--- config.mk ---
export PLATFORM = sky130hd
export DESIGN_NAME = fm_mix_top
export DESIGN_NICKNAME = d
export VERILOG_FILES = /design/src/verilog/fm_mix_pkg.sv /design/src/verilog/fm_mix_top.sv /design/src/verilog/fm_acc.sv /design/src/verilog/fm_single_acc.sv /design/src/verilog/fm_chan_regs.sv /design/src/verilog/fm_slot_counter.sv
export VERILOG_INCLUDE_DIRS = /design/src /design/src/include
export SDC_FILE = /design/constraint.sdc
export NUM_CORES = 1
export LEC_CHECK = 0
export BUFFER_PORTS_ARGS = -buffer_cell sky130_fd_sc_hd__buf_2
export CORE_MARGIN = 8
export CORE_UTILIZATION = 57
export DETAILED_ROUTE_END_ITERATION = 10
export PLACE_DENSITY = 0.87
export SYNTH_ARGS = -nofsm -noshare
export SYNTH_HDL_FRONTEND = slang
export SYNTH_SLANG_ARGS = --single-unit
--- constraint.sdc ---
create_clock -name clk -period 4.86 [get_ports clk]
set_input_delay 0.972 -clock clk [delete_from_list [all_inputs] [get_ports clk]]
set_output_delay 0.972 -clock clk [all_outputs]
set_load 0.05 [all_outputs]
--- src/include/fm_mix_params.svh ---
// ==========================================================================
// Shared widths for the FM mixing stage. FM_ACC_GUARD must cover FM_SLOTS
// full-scale additions. FM_MIX_NOMIX is a 0/1 value and not a defined flag
// ==========================================================================
`ifndef FM_MIX_PARAMS_SVH
`define FM_MIX_PARAMS_SVH

// Operator output width, two's complement
`define FM_OP_W 14

// Mixed sample width on the left and right outputs
`define FM_SND_W 16

// Headroom bits on top of the input width
// 5 bits hold 32 full-scale terms without wrap
`define FM_ACC_GUARD 5

// Time slots per output sample
// 4 operators x 8 channel codes
`define FM_SLOTS 32

// ADPCM mixing switch
// 0 lets ADPCM-A/B enter the sums in their slots
// 1 keeps both ADPCM slots silent
`define FM_MIX_NOMIX 1'b0

`endif
--- src/verilog/fm_mix_pkg.sv ---
// ==========================================================================
// Field types shared by the slot counter, register bank and mixer
// ==========================================================================
`default_nettype none

package fm_mix_pkg;

    // Channel code within a slot group
    // Codes 3 and 7 are placeholders and never mix
    typedef logic [2:0] ch_t;

    // Operator index
    // 0 is s1, 3 is s4
    typedef logic [1:0] op_t;

    // FM connection algorithm, 0 to 7
    // Picks which operators are carriers
    typedef logic [2:0] alg_t;

    // Pan enables
    // Bit 1 left, bit 0 right
    typedef logic [1:0] rl_t;

    // Position in the 32-slot frame
    // Upper 2 bits operator, lower 3 bits channel
    typedef logic [4:0] slot_t;

endpackage

`default_nettype wire

--- src/verilog/fm_mix_top.sv ---
// ==========================================================================
// FM output mixer. op_result must match the cur_ch/cur_op shown in the same
// cycle; left/right update at the zero edge with the previous frame
// ==========================================================================
`timescale 1ns/1ps
`default_nettype none

`include "fm_mix_params.svh"

module fm_mix_top (
    input  wire                          clk,
    input  wire                          reset,
    input  wire                          clk_en,
    input  wire signed [`FM_OP_W-1:0]    op_result,
    input  wire                          reg_we,
    input  fm_mix_pkg::ch_t              reg_ch,
    input  fm_mix_pkg::alg_t             reg_alg,
    input  fm_mix_pkg::rl_t              reg_rl,
    input  wire signed [`FM_SND_W-1:0]   adpcm_a_l,
    input  wire signed [`FM_SND_W-1:0]   adpcm_a_r,
    input  wire signed [`FM_SND_W-1:0]   adpcm_b_l,
    input  wire signed [`FM_SND_W-1:0]   adpcm_b_r,
    output fm_mix_pkg::ch_t              cur_ch,
    output fm_mix_pkg::op_t              cur_op,
    output logic                         zero,
    output logic signed [`FM_SND_W-1:0]  left,
    output logic signed [`FM_SND_W-1:0]  right
);

    import fm_mix_pkg::*;

    // Operator strobes
    logic s1_enters;
    logic s2_enters;
    logic s3_enters;
    logic s4_enters;

    // Current channel setup
    alg_t alg;
    rl_t  rl;

    // Slot timing
    fm_slot_counter u_slot_counter (
        .clk       (clk),
        .reset     (reset),
        .clk_en    (clk_en),
        .cur_ch    (cur_ch),
        .cur_op    (cur_op),
        .s1_enters (s1_enters),
        .s2_enters (s2_enters),
        .s3_enters (s3_enters),
        .s4_enters (s4_enters),
        .zero      (zero)
    );

    // Channel setup bank
    fm_chan_regs u_chan_regs (
        .clk     (clk),
        .reset   (reset),
        .reg_we  (reg_we),
        .reg_ch  (reg_ch),
        .reg_alg (reg_alg),
        .reg_rl  (reg_rl),
        .cur_ch  (cur_ch),
        .alg     (alg),
        .rl      (rl)
    );

    // Mixer
    fm_acc u_acc (
        .clk       (clk),
        .reset     (reset),
        .clk_en    (clk_en),
        .op_result (op_result),
        .rl        (rl),
        .zero      (zero),
        .s1_enters (s1_enters),
        .s2_enters (s2_enters),
        .s3_enters (s3_enters),
        .s4_enters (s4_enters),
        .cur_ch    (cur_ch),
        .cur_op    (cur_op),
        .alg       (alg),
        .adpcm_a_l (adpcm_a_l),
        .adpcm_a_r (adpcm_a_r),
        .adpcm_b_l (adpcm_b_l),
        .adpcm_b_r (adpcm_b_r),
        .left      (left),
        .right     (right)
    );

endmodule

`default_nettype wire

--- src/verilog/fm_acc.sv ---
// ==========================================================================
// Slot-wise input choice for the two accumulators. ADPCM-A owns slot op 0 /
// ch 2, ADPCM-B owns op 0 / ch 6; codes 3 and 7 never add anything
// ==========================================================================
`timescale 1ns/1ps
`default_nettype none

`include "fm_mix_params.svh"

module fm_acc (
    input  wire                          clk,
    input  wire                          reset,
    input  wire                          clk_en,
    input  wire signed [`FM_OP_W-1:0]    op_result,
    input  fm_mix_pkg::rl_t              rl,
    input  wire                          zero,
    input  wire                          s1_enters,
    input  wire                          s2_enters,
    input  wire                          s3_enters,
    input  wire                          s4_enters,
    input  fm_mix_pkg::ch_t              cur_ch,
    input  fm_mix_pkg::op_t              cur_op,
    input  fm_mix_pkg::alg_t             alg,
    input  wire signed [`FM_SND_W-1:0]   adpcm_a_l,
    input  wire signed [`FM_SND_W-1:0]   adpcm_a_r,
    input  wire signed [`FM_SND_W-1:0]   adpcm_b_l,
    input  wire signed [`FM_SND_W-1:0]   adpcm_b_r,
    output logic signed [`FM_SND_W-1:0]  left,
    output logic signed [`FM_SND_W-1:0]  right
);

    import fm_mix_pkg::*;

    // Slots borrowed from FM by the ADPCM units
    localparam op_t adpcm_op   = 2'd0;
    localparam ch_t adpcm_a_ch = 3'd2;
    localparam ch_t adpcm_b_ch = 3'd6;

    // ADPCM enable, off when the no-mix switch is set
    localparam logic adpcm_mix = ~`FM_MIX_NOMIX;

    logic                        sum_en;
    logic                        dead_ch;
    logic signed [`FM_SND_W-1:0] opext;
    logic signed [`FM_SND_W-1:0] acc_input_l;
    logic signed [`FM_SND_W-1:0] acc_input_r;
    logic                        acc_en_l;
    logic                        acc_en_r;

    // Carrier operators per algorithm
    always_comb begin
        case (alg)
            3'd4:       sum_en = s2_enters | s4_enters;
            3'd5, 3'd6: sum_en = s2_enters | s3_enters | s4_enters;
            3'd7:       sum_en = s1_enters | s2_enters | s3_enters | s4_enters;
            default:    sum_en = s4_enters;
        endcase
    end

    // Codes 3 and 7 are empty slots
    assign dead_ch = (cur_ch[1:0] == 2'b11);

    // Operator output widened to sample width
    assign opext = {{(`FM_SND_W - `FM_OP_W){op_result[`FM_OP_W-1]}}, op_result};

    always_comb begin
        acc_input_l = opext;
        acc_input_r = opext;
        acc_en_l    = sum_en & rl[1] & ~dead_ch;
        acc_en_r    = sum_en & rl[0] & ~dead_ch;
        if (cur_op == adpcm_op && cur_ch == adpcm_a_ch) begin
            // ADPCM-A, x16 and low 16 bits kept
            acc_input_l = adpcm_a_l <<< 4;
            acc_input_r = adpcm_a_r <<< 4;
            acc_en_l    = adpcm_mix;
            acc_en_r    = adpcm_mix;
        end else if (cur_op == adpcm_op && cur_ch == adpcm_b_ch) begin
            // ADPCM-B, halved with sign kept
            acc_input_l = adpcm_b_l >>> 1;
            acc_input_r = adpcm_b_r >>> 1;
            acc_en_l    = adpcm_mix;
            acc_en_r    = adpcm_mix;
        end
    end

    // Left side
    fm_single_acc #(.win(`FM_SND_W), .wout(`FM_SND_W)) u_left (
        .clk       (clk),
        .reset     (reset),
        .clk_en    (clk_en),
        .op_result (acc_input_l),
        .sum_en    (acc_en_l),
        .zero      (zero),
        .snd       (left)
    );

    // Right side
    fm_single_acc #(.win(`FM_SND_W), .wout(`FM_SND_W)) u_right (
        .clk       (clk),
        .reset     (reset),
        .clk_en    (clk_en),
        .op_result (acc_input_r),
        .sum_en    (acc_en_r),
        .zero      (zero),
        .snd       (right)
    );

endmodule

`default_nettype wire

--- src/verilog/fm_single_acc.sv ---
// ==========================================================================
// One-side frame accumulator. Needs win + FM_ACC_GUARD > wout; the running
// sum is clamped to wout bits only when it is latched at zero
// ==========================================================================
`timescale 1ns/1ps
`default_nettype none

`include "fm_mix_params.svh"

module fm_single_acc #(
    parameter int win  = `FM_SND_W,
    parameter int wout = `FM_SND_W
) (
    input  wire                     clk,
    input  wire                     reset,
    input  wire                     clk_en,
    input  wire signed [win-1:0]    op_result,
    input  wire                     sum_en,
    input  wire                     zero,
    output logic signed [wout-1:0]  snd
);

    // Running sum width with headroom
    localparam int sum_w = win + `FM_ACC_GUARD;

    // Clamp limits in the output range
    localparam logic signed [wout-1:0] snd_max = {1'b0, {(wout - 1){1'b1}}};
    localparam logic signed [wout-1:0] snd_min = {1'b1, {(wout - 1){1'b0}}};

    logic signed [sum_w-1:0] sum;
    logic signed [sum_w-1:0] term;
    logic signed [wout-1:0]  sat;
    logic                    overflow;

    // Gated and sign-extended input
    assign term = sum_en ? {{`FM_ACC_GUARD{op_result[win-1]}}, op_result} : '0;

    // Out of range if the bits above the output sign disagree
    assign overflow = ~(&sum[sum_w-1:wout-1]) & (|sum[sum_w-1:wout-1]);

    // Clamp toward the sign of the full sum
    always_comb begin
        if (overflow) begin
            sat = sum[sum_w-1] ? snd_min : snd_max;
        end else begin
            sat = sum[wout-1:0];
        end
    end

    always_ff @(posedge clk) begin
        if (reset) begin
            sum <= '0;
            snd <= '0;
        end else if (clk_en) begin
            if (zero) begin
                // Close the old frame, open the new one with slot 0
                snd <= sat;
                sum <= term;
            end else begin
                sum <= sum + term;
            end
        end
    end

endmodule

`default_nettype wire

--- src/verilog/fm_chan_regs.sv ---
// ==========================================================================
// Per-channel algorithm and pan bank. Writes ignore clk_en and show on the
// read port one cycle later. Reset gives alg 0 with both sides on
// ==========================================================================
`timescale 1ns/1ps
`default_nettype none

module fm_chan_regs (
    input  wire               clk,
    input  wire               reset,
    input  wire               reg_we,
    input  fm_mix_pkg::ch_t   reg_ch,
    input  fm_mix_pkg::alg_t  reg_alg,
    input  fm_mix_pkg::rl_t   reg_rl,
    input  fm_mix_pkg::ch_t   cur_ch,
    output fm_mix_pkg::alg_t  alg,
    output fm_mix_pkg::rl_t   rl
);

    import fm_mix_pkg::*;

    // One entry per channel code
    localparam int num_ch = 8;

    // Power-up setup
    localparam alg_t alg_init = 3'd0;
    localparam rl_t  rl_init  = 2'b11;

    alg_t alg_bank [num_ch];
    rl_t  rl_bank  [num_ch];

    // Write port
    // Codes 3 and 7 are stored too, the mixer ignores them
    always_ff @(posedge clk) begin
        if (reset) begin
            for (int i = 0; i < num_ch; i++) begin
                alg_bank[i] <= alg_init;
                rl_bank[i]  <= rl_init;
            end
        end else if (reg_we) begin
            alg_bank[reg_ch] <= reg_alg;
            rl_bank[reg_ch]  <= reg_rl;
        end
    end

    // Read port follows the slot
    // Each slot sees its own channel setup
    always_comb begin
        alg = alg_bank[cur_ch];
        rl  = rl_bank[cur_ch];
    end

endmodule

`default_nettype wire

--- src/verilog/fm_slot_counter.sv ---
// ==========================================================================
// Frame slot counter, one step per clk_en. Slot 0 follows reset, so zero is
// high in the first cycle and the first frame starts right away
// ==========================================================================
`timescale 1ns/1ps
`default_nettype none

`include "fm_mix_params.svh"

module fm_slot_counter (
    input  wire               clk,
    input  wire               reset,
    input  wire               clk_en,
    output fm_mix_pkg::ch_t   cur_ch,
    output fm_mix_pkg::op_t   cur_op,
    output logic              s1_enters,
    output logic              s2_enters,
    output logic              s3_enters,
    output logic              s4_enters,
    output logic              zero
);

    import fm_mix_pkg::*;

    // Last slot before wrap
    localparam slot_t last_slot = slot_t'(`FM_SLOTS - 1);

    slot_t slot;

    // Slot register
    // Holds its value while clk_en is low
    always_ff @(posedge clk) begin
        if (reset) begin
            slot <= '0;
        end else if (clk_en) begin
            if (slot == last_slot) begin
                slot <= '0;
            end else begin
                slot <= slot + 1'b1;
            end
        end
    end

    // Channel in the low bits, operator in the high bits
    // So all channels see s1 before any sees s2
    assign cur_ch = slot[2:0];
    assign cur_op = slot[4:3];

    // One-hot operator decodes
    always_comb begin
        s1_enters = (cur_op == 2'd0);
        s2_enters = (cur_op == 2'd1);
        s3_enters = (cur_op == 2'd2);
        s4_enters = (cur_op == 2'd3);
    end

    // Start of frame
    // Stays high for as long as slot 0 lasts
    assign zero = (slot == '0);

endmodule

`default_nettype wire

==> results of run 1 <==
-- state kept, by name, indices dropped and copies added (netlist names), named ones only --
register and count:
u_chan_regs.alg_bank 24, u_chan_regs.rl_bank 16, u_acc.u_right.snd 16, u_acc.u_left.sum 21, u_acc.u_right.sum 21, u_acc.u_left.snd 16
u_slot_counter.slot 5
-- worst paths after layout --
check | slack (ns) | cells past startpoint | to
setup / recovery | 0.16 | 16 | u_acc.u_left.sum[20]$_SDFFE_PP0P_
hold / removal | 0.47 | 2 | u_acc.u_right.snd[15]$_SDFFE_PP0P_
setup reg to reg | 0.16 | 16 | u_acc.u_left.sum[20]$_SDFFE_PP0P_
hold reg to reg | 0.47 | 2 | u_acc.u_right.snd[15]$_SDFFE_PP0P_
-- power by group through the flow --
| stage | sequential, mW | clock, mW | combinational (mW) |
|---|---|---|---|
| 2_1_floorplan | 1.29 | 0 | 0.380 |
| 4_1_cts | 1.18 | 1.25 | 0.659 |
| 6_report | 1.18 | 1.24 | 0.668 |
| 3_3_place_gp | 1.20 | 0 | 0.634 |
| 3_5_place_dp | 1.20 | 0 | 0.648 |
| 5_1_grt | 1.19 | 1.30 | 0.723 |
-- synthesized netlist by cell type, types with 16 or more instances --
library cell / instances
nor2_1: 128
and2_1: 41
a21o_1: 17
clkbuf_1: 40
a21oi_1: 106
or3_1: 16
a211oi_1: 39
o21ai_0: 69
xnor2_1: 21
edfxtp_1: 40
ha_1: 44
dfxtp_1: 82
nor3_1: 29
nand2_1: 59
-- worst reg2reg max path: stages (launching register included) --
cell	delay, ns
dfxtp_1	0.39
mux4_2	0.52
maj3_2	0.32
o211a_4	0.26
o41ai_4	0.39
nand2b_1	0.23
a21oi_1	0.08
ha_1	0.24
fa_1	0.50
a211oi_2	0.26
o211ai_1	0.16
a41oi_2	0.29
nor4_1	0.12
o31a_1	0.37
nor4b_1	0.31
a21oi_1	0.07
a21oi_1	0.12
-- logic make-up after synthesis --
kind of cell	after synthesis	synth area share (%)
AO/OA/AOI/OAI	303	24.8
XOR/XNOR	28	3.16
adder cells (fa/ha/maj)	47	7.76
buffers and inverters	68	3.66
flip-flops	122	36.6
multiplexers	17	3.32
AND/OR/NAND/NOR	330	20.7
-- final cells by class --
| cell class | count | share of cell area, % |
|---|---|---|
| multi-input combinational | 725 | 51.4 |
| sequential | 122 | 31.3 |
| timing repair buffer | 131 | 7.75 |
| clock buffer | 18 | 4.73 |
| tap | 176 | 2.43 |
| clock inverter | 14 | 1.66 |
| inverter | 17 | 0.704 |
-- per-layer routing --
metal,part of all wire [%],up-vias,track usage (%)
met1,41,3521,29.8
met3,7.8,71,5.90
met2,48,312,41.3
met5,0,-,0
li1,-,3567,-
met4,3.8,0,12.4
==> impl_results.md, run 1 <==
* Outcome: complete, no violations
* First-pass iteration count of the detailed router at 5
* Root Driver: clkbuf_16
* Net count, final at 1,150
* Post-DP Area at 8470 µm²
* Clock Sinks at 122
* Post-CTS Setup Bufs at 0
* Clock Power Share at 40.2%
* Syn Area/Cell at 8.48 µm²
* Mapped Area at 7760 µm²
* Worst Hold Class: flop to flop
* P_int at 2.11 mW
* Crit path kind: flop to flop
* IO Pins at 128
* Routed len/inst at 18.5 µm
* Clk slew on worst S/H paths at 0.06 ns
* Port bufs at 117
* Resized cells post-CTS at 0
* Clock Skews at 0.00829 ns
* Register area at 2840 µm²
* Fin Setup TNS at 0 ns
* Final worst slack at 0.157 ns
* Most used cell, CP: a21oi_1
* GP Congestion at 0.959
* Peak supply drop at 0.276 mV
* Multi-input gate area at 4660 µm²
* Maxcap violations at 0
* Max FO, Critical Path at 4
* Fin crit share at 96.8%
* Via count at 7,471
* Dominant cell type by area after synthesis: dfxtp_1
* CP endpoint kind: flop
* Worst path cell trace: mux4_2 -> maj3_2 -> o211a_4 -> o41ai_4 -> nand2b_1 -> a21oi_1 -> ha_1 -> fa_1 -> a211oi_2 -> o211ai_1 -> a41oi_2 -> nor4_1 -> o31a_1 -> nor4b_1 -> a21oi_1 -> a21oi_1
* Via-to-Cell Ratio at 6.21
* Sequential area share after synthesis at 36.6%
* Min Tclk post-route at 4.70 ns
* Fin util at 68.2%
* DRT iter0 DRCs at 634
* Synth cell types at 72
* Hpwl dp at 15.4 mm
* Die ar. at 17,600 µm²
* CTS Hold Bufs at 0
* Combinational Power Share at 21.6%
* Initial antenna violation count at 0
* Yosys top cell area share at 21.2%
* Largest net degree at the start of global routing at 62
* Worst EP arrival at 5.05 ns
* Clk buf depth at 2
* Final Routed Wirelength at 22.3 mm
* Fill cells at 1,009
* Final Slew Violations at 0
* Die W at 133 µm
* Vias in the first global route at 7,173
* Clk Latency, worst-skew pair at 0.42 ns
* EDFF count, synth at 40
* Relative slew slack at 15.0%
* Hold slack final at 0.474 ns
* Layout area overhead at 16.9%
* Synth Register Bits at 122
* Flop pwr share at 38.2%
* Net Sw Frac at 31.9%
* Syn Nets at 1,051
* Detail Route Antenna Nets at 0
* CP max stage delay at 0.52 ns
* Worst slew pin tran at 1.27 ns
* Initial Util at 58.4%
* Hold Crit Start: u_acc.u_right.snd[15]$_SDFFE_PP0P_
* PwrDens at 341 nW/µm²
* Nature of the critical path startpoint: flop
* # setup viols final at 0
* Total power at 3.09 mW
* Grt ovf at 0
* Sw power at 0.986 mW
* Prevailing post-synth register cell: dfxtp_1
* Fmax at 213 MHz
* Syn. warnings at 0
* Layout cells sized above 1 at 18.9%
* First-pass GRT wire length at 35.9 mm
* Total CTS buffers at 17
* Die height at 133 µm
* Critical Path RT at 5.21 ns
* Commonest non-fill, non-tap cell in the layout: nor2_1
* Floorplan core area at 13,300 µm²
* Pleak at 3.83 nW
* Asr flop ratio synth at 0%
* Final hold violations at 0
* Critical path's top delay family: compound AO/OA/AOI/OAI gates
* GRT Total Usage at 24.9%
* H-tree Lvls at 4
* Area contributors post-synth: dfxtp_1, edfxtp_1, ha_1, a21oi_1, nor2_1
* DP Worst Slack at 0.0579 ns
* CP max-delay cell: mux4_2
* # rows at 42
* Commonest non-fill, non-tap cells in the layout: nor2_1, buf_2, a21oi_1
* Final instance area at 9070 µm²
* TritonCTS clock tree: yes
* Number of remaining DRC errors at 0
* Mapped Cells at 915
* Non-filler cells, final at 1,203
* WP buf/inv at 0
* ANT cells at 0
* Inst Count DP at 1,171
(Power assumes the default switching activity.)
==> run 2: changes to the inputs <==
--- a/config.mk
+++ b/config.mk
@@ -7,6 +7,7 @@
 export NUM_CORES = 1
 export LEC_CHECK = 0
 export BUFFER_PORTS_ARGS = -buffer_cell sky130_fd_sc_hd__buf_2
+export CORE_ASPECT_RATIO = 0.6
 export CORE_MARGIN = 8
 export CORE_UTILIZATION = 57
 export DETAILED_ROUTE_END_ITERATION = 10
==> run 2 against run 1 <==
Count of clock-buffer cells in the layout rose by 2. Die area grew 0.69%. Setup slack gained 0.018 ns. Register-to-register slack improved by 0.02 ns. Non-clock buffer count grew 12. Cell count rose by 0.91%. Core utilization down 0.15 points. Power increased by 1.1%. Via count rose by 5.9%.
==> impl_results.md, run 2 (synthesis results as in run 1) <==
* GRT Total Usage at 26.9%
* Worst slew pin tran at 1.36 ns
* Commonest non-fill, non-tap cell in the layout: nor2_1
* # setup viols final at 0
* First-pass iteration count of the detailed router at 6
* Port bufs at 117
* Floorplan core area at 13,500 µm²
* # rows at 33
* CTS Hold Bufs at 0
* Fmax at 213 MHz
* PwrDens at 341 nW/µm²
* Fin crit share at 96.4%
* Via count at 7,909
* Maxcap violations at 0
* Non-filler cells, final at 1,214
* TritonCTS clock tree: yes
* Layout area overhead at 18.1%
* Largest net degree at the start of global routing at 62
* DP Worst Slack at 0.132 ns
* Detail Route Antenna Nets at 0
* Inst Count DP at 1,180
* RSZ-0062 raised after global routing: yes
* Die ar. at 17,700 µm²
* Pleak at 3.91 nW
* Crit path kind: flop to flop
* Initial antenna violation count at 1
* Max FO, Critical Path at 3
* Number of remaining DRC errors at 0
* Nature of the critical path startpoint: flop
* Total power at 3.13 mW
* Critical path's top delay family: compound AO/OA/AOI/OAI gates
* Final worst slack at 0.175 ns
* Worst EP arrival at 5.02 ns
* Total CTS buffers at 17
* GP Congestion at 0.945
* Top reg by flops: u_chan_regs.alg_bank
* Die W at 167 µm
* Min Tclk post-route at 4.69 ns
* Via-to-Cell Ratio at 6.51
* CP max-delay cell: mux4_2
* IO Pins at 128
* CP endpoint kind: flop
* Clk Latency, worst-skew pair at 0.43 ns
* Top Registers: u_chan_regs.alg_bank (24), u_acc.u_left.sum (21), u_acc.u_right.sum (21)
* Clk buf depth at 2
* Clk slew on worst S/H paths at 0.06 ns
* Worst path cell trace: mux4_2 -> maj3_2 -> o211a_4 -> o41ai_4 -> nand2b_4 -> a21oi_1 -> ha_1 -> fa_2 -> a211oi_2 -> o211ai_1 -> a41oi_2 -> buf_4 -> nor2_1 -> a31oi_1 -> xnor2_1 -> mux2i_1 -> a211oi_1
* Relative slew slack at 9.11%
* Routed len/inst at 20.1 µm
* Max FFs per register at 24
* Final hold violations at 0
* Commonest non-fill, non-tap cells in the layout: nor2_1, buf_2, a21oi_1
* Fill cells at 1,051
* ANT cells at 0
* Hold slack final at 0.467 ns
* Root Driver: clkbuf_16
* CP max stage delay at 0.47 ns
* Net count, final at 1,162
* WP buf/inv at 1
* Grt ovf at 0
* Hpwl dp at 16.8 mm
* Outcome: complete, no violations
* Worst Hold Class: flop to flop
* Final Routed Wirelength at 24.4 mm
* Critical Path RT at 5.20 ns
* Layout cells sized above 1 at 19.8%
* Die height at 106 µm
* First-pass GRT wire length at 38.7 mm
* Final Slew Violations at 0
* Vias in the first global route at 7,212
* H-tree Lvls at 4
* Clock Sinks at 122
* Peak supply drop at 0.193 mV
* DRT iter0 DRCs at 1,100
* Initial Util at 57.7%
* Clock Skews at 0.0133 ns
-- run 2: changes by cell type in the layout (fill, tap and decap cells not counted), sizes merged --
cell	previous run	this run
clkinvlp	6	4
clkbuf	18	20
buf	131	143
-- run 2: cell type report --
type / instances / area (µm²) / share of cell area, %
flip-flops and latches: 122 / 2840 / 31.0
repair buffers: 143 / 788 / 8.60
clock buffers: 20 / 437 / 4.77
multi-input cells: 725 / 4680 / 51.1
inverters: 17 / 63.8 / 0.697
well taps: 175 / 219 / 2.39
clock inverters: 12 / 125 / 1.37
-- run 2: through the flow --
step	setup TNS (ns)	area [µm²]	utilization, %
6_report	0	9160	68.1
5_1_grt	-0.0214	9160	68.1
4_1_cts	0	9090	67.5
3_5_place_dp	0	8530	63.3
3_3_place_gp	0	8530	63.3
2_1_floorplan	0	7760	-
-- run 2: final timing paths --
| path | from | slack, ns | depth (start not counted) | to |
|---|---|---|---|---|
| min reg2reg | u_acc.u_left.snd[15]$_SDFFE_PP0P_ | 0.47 | 2 | u_acc.u_left.snd[15]$_SDFFE_PP0P_ |
| max reg2reg | u_chan_regs.alg_bank[0][1]$_SDFFCE_PN0P_ | 0.17 | 17 | u_acc.u_left.sum[14]$_SDFFE_PP0P_ |
| min | u_acc.u_left.snd[15]$_SDFFE_PP0P_ | 0.47 | 2 | u_acc.u_left.snd[15]$_SDFFE_PP0P_ |
| max | u_chan_regs.alg_bank[0][1]$_SDFFCE_PN0P_ | 0.17 | 17 | u_acc.u_left.sum[14]$_SDFFE_PP0P_ |
-- run 2: power by group --
group | leakage (nW) | internal (mW) | switching [mW] | total (mW)
combinational | 2.58 | 0.228 | 0.469 | 0.697
clock | 0.261 | 0.750 | 0.491 | 1.24
sequential | 1.07 | 1.13 | 0.0559 | 1.19
-- run 2: layer usage --
layer  up-vias  routed length (µm)  GRT usage, %
met5         -                  10             0
met3        76                3540          9.47
met2       567               10100          38.3
met4         2                 569          8.83
met1      3677               10200          37.2
li1       3587                   -             -
-- run 2: timing repair --
item / CTS / global route
resized for setup: 0 / 14
setup endpoints to repair: 0 / 15
setup buffers: 0 / 2
hold endpoints to repair: 0 / 0
-- run 2: worst min-delay path, delay by kind of cell, from the launching register on --
family / cells / cell delay (ns)
flops: 1 / 0.31
compound gates: 1 / 0.06
simple gates: 1 / 0.05
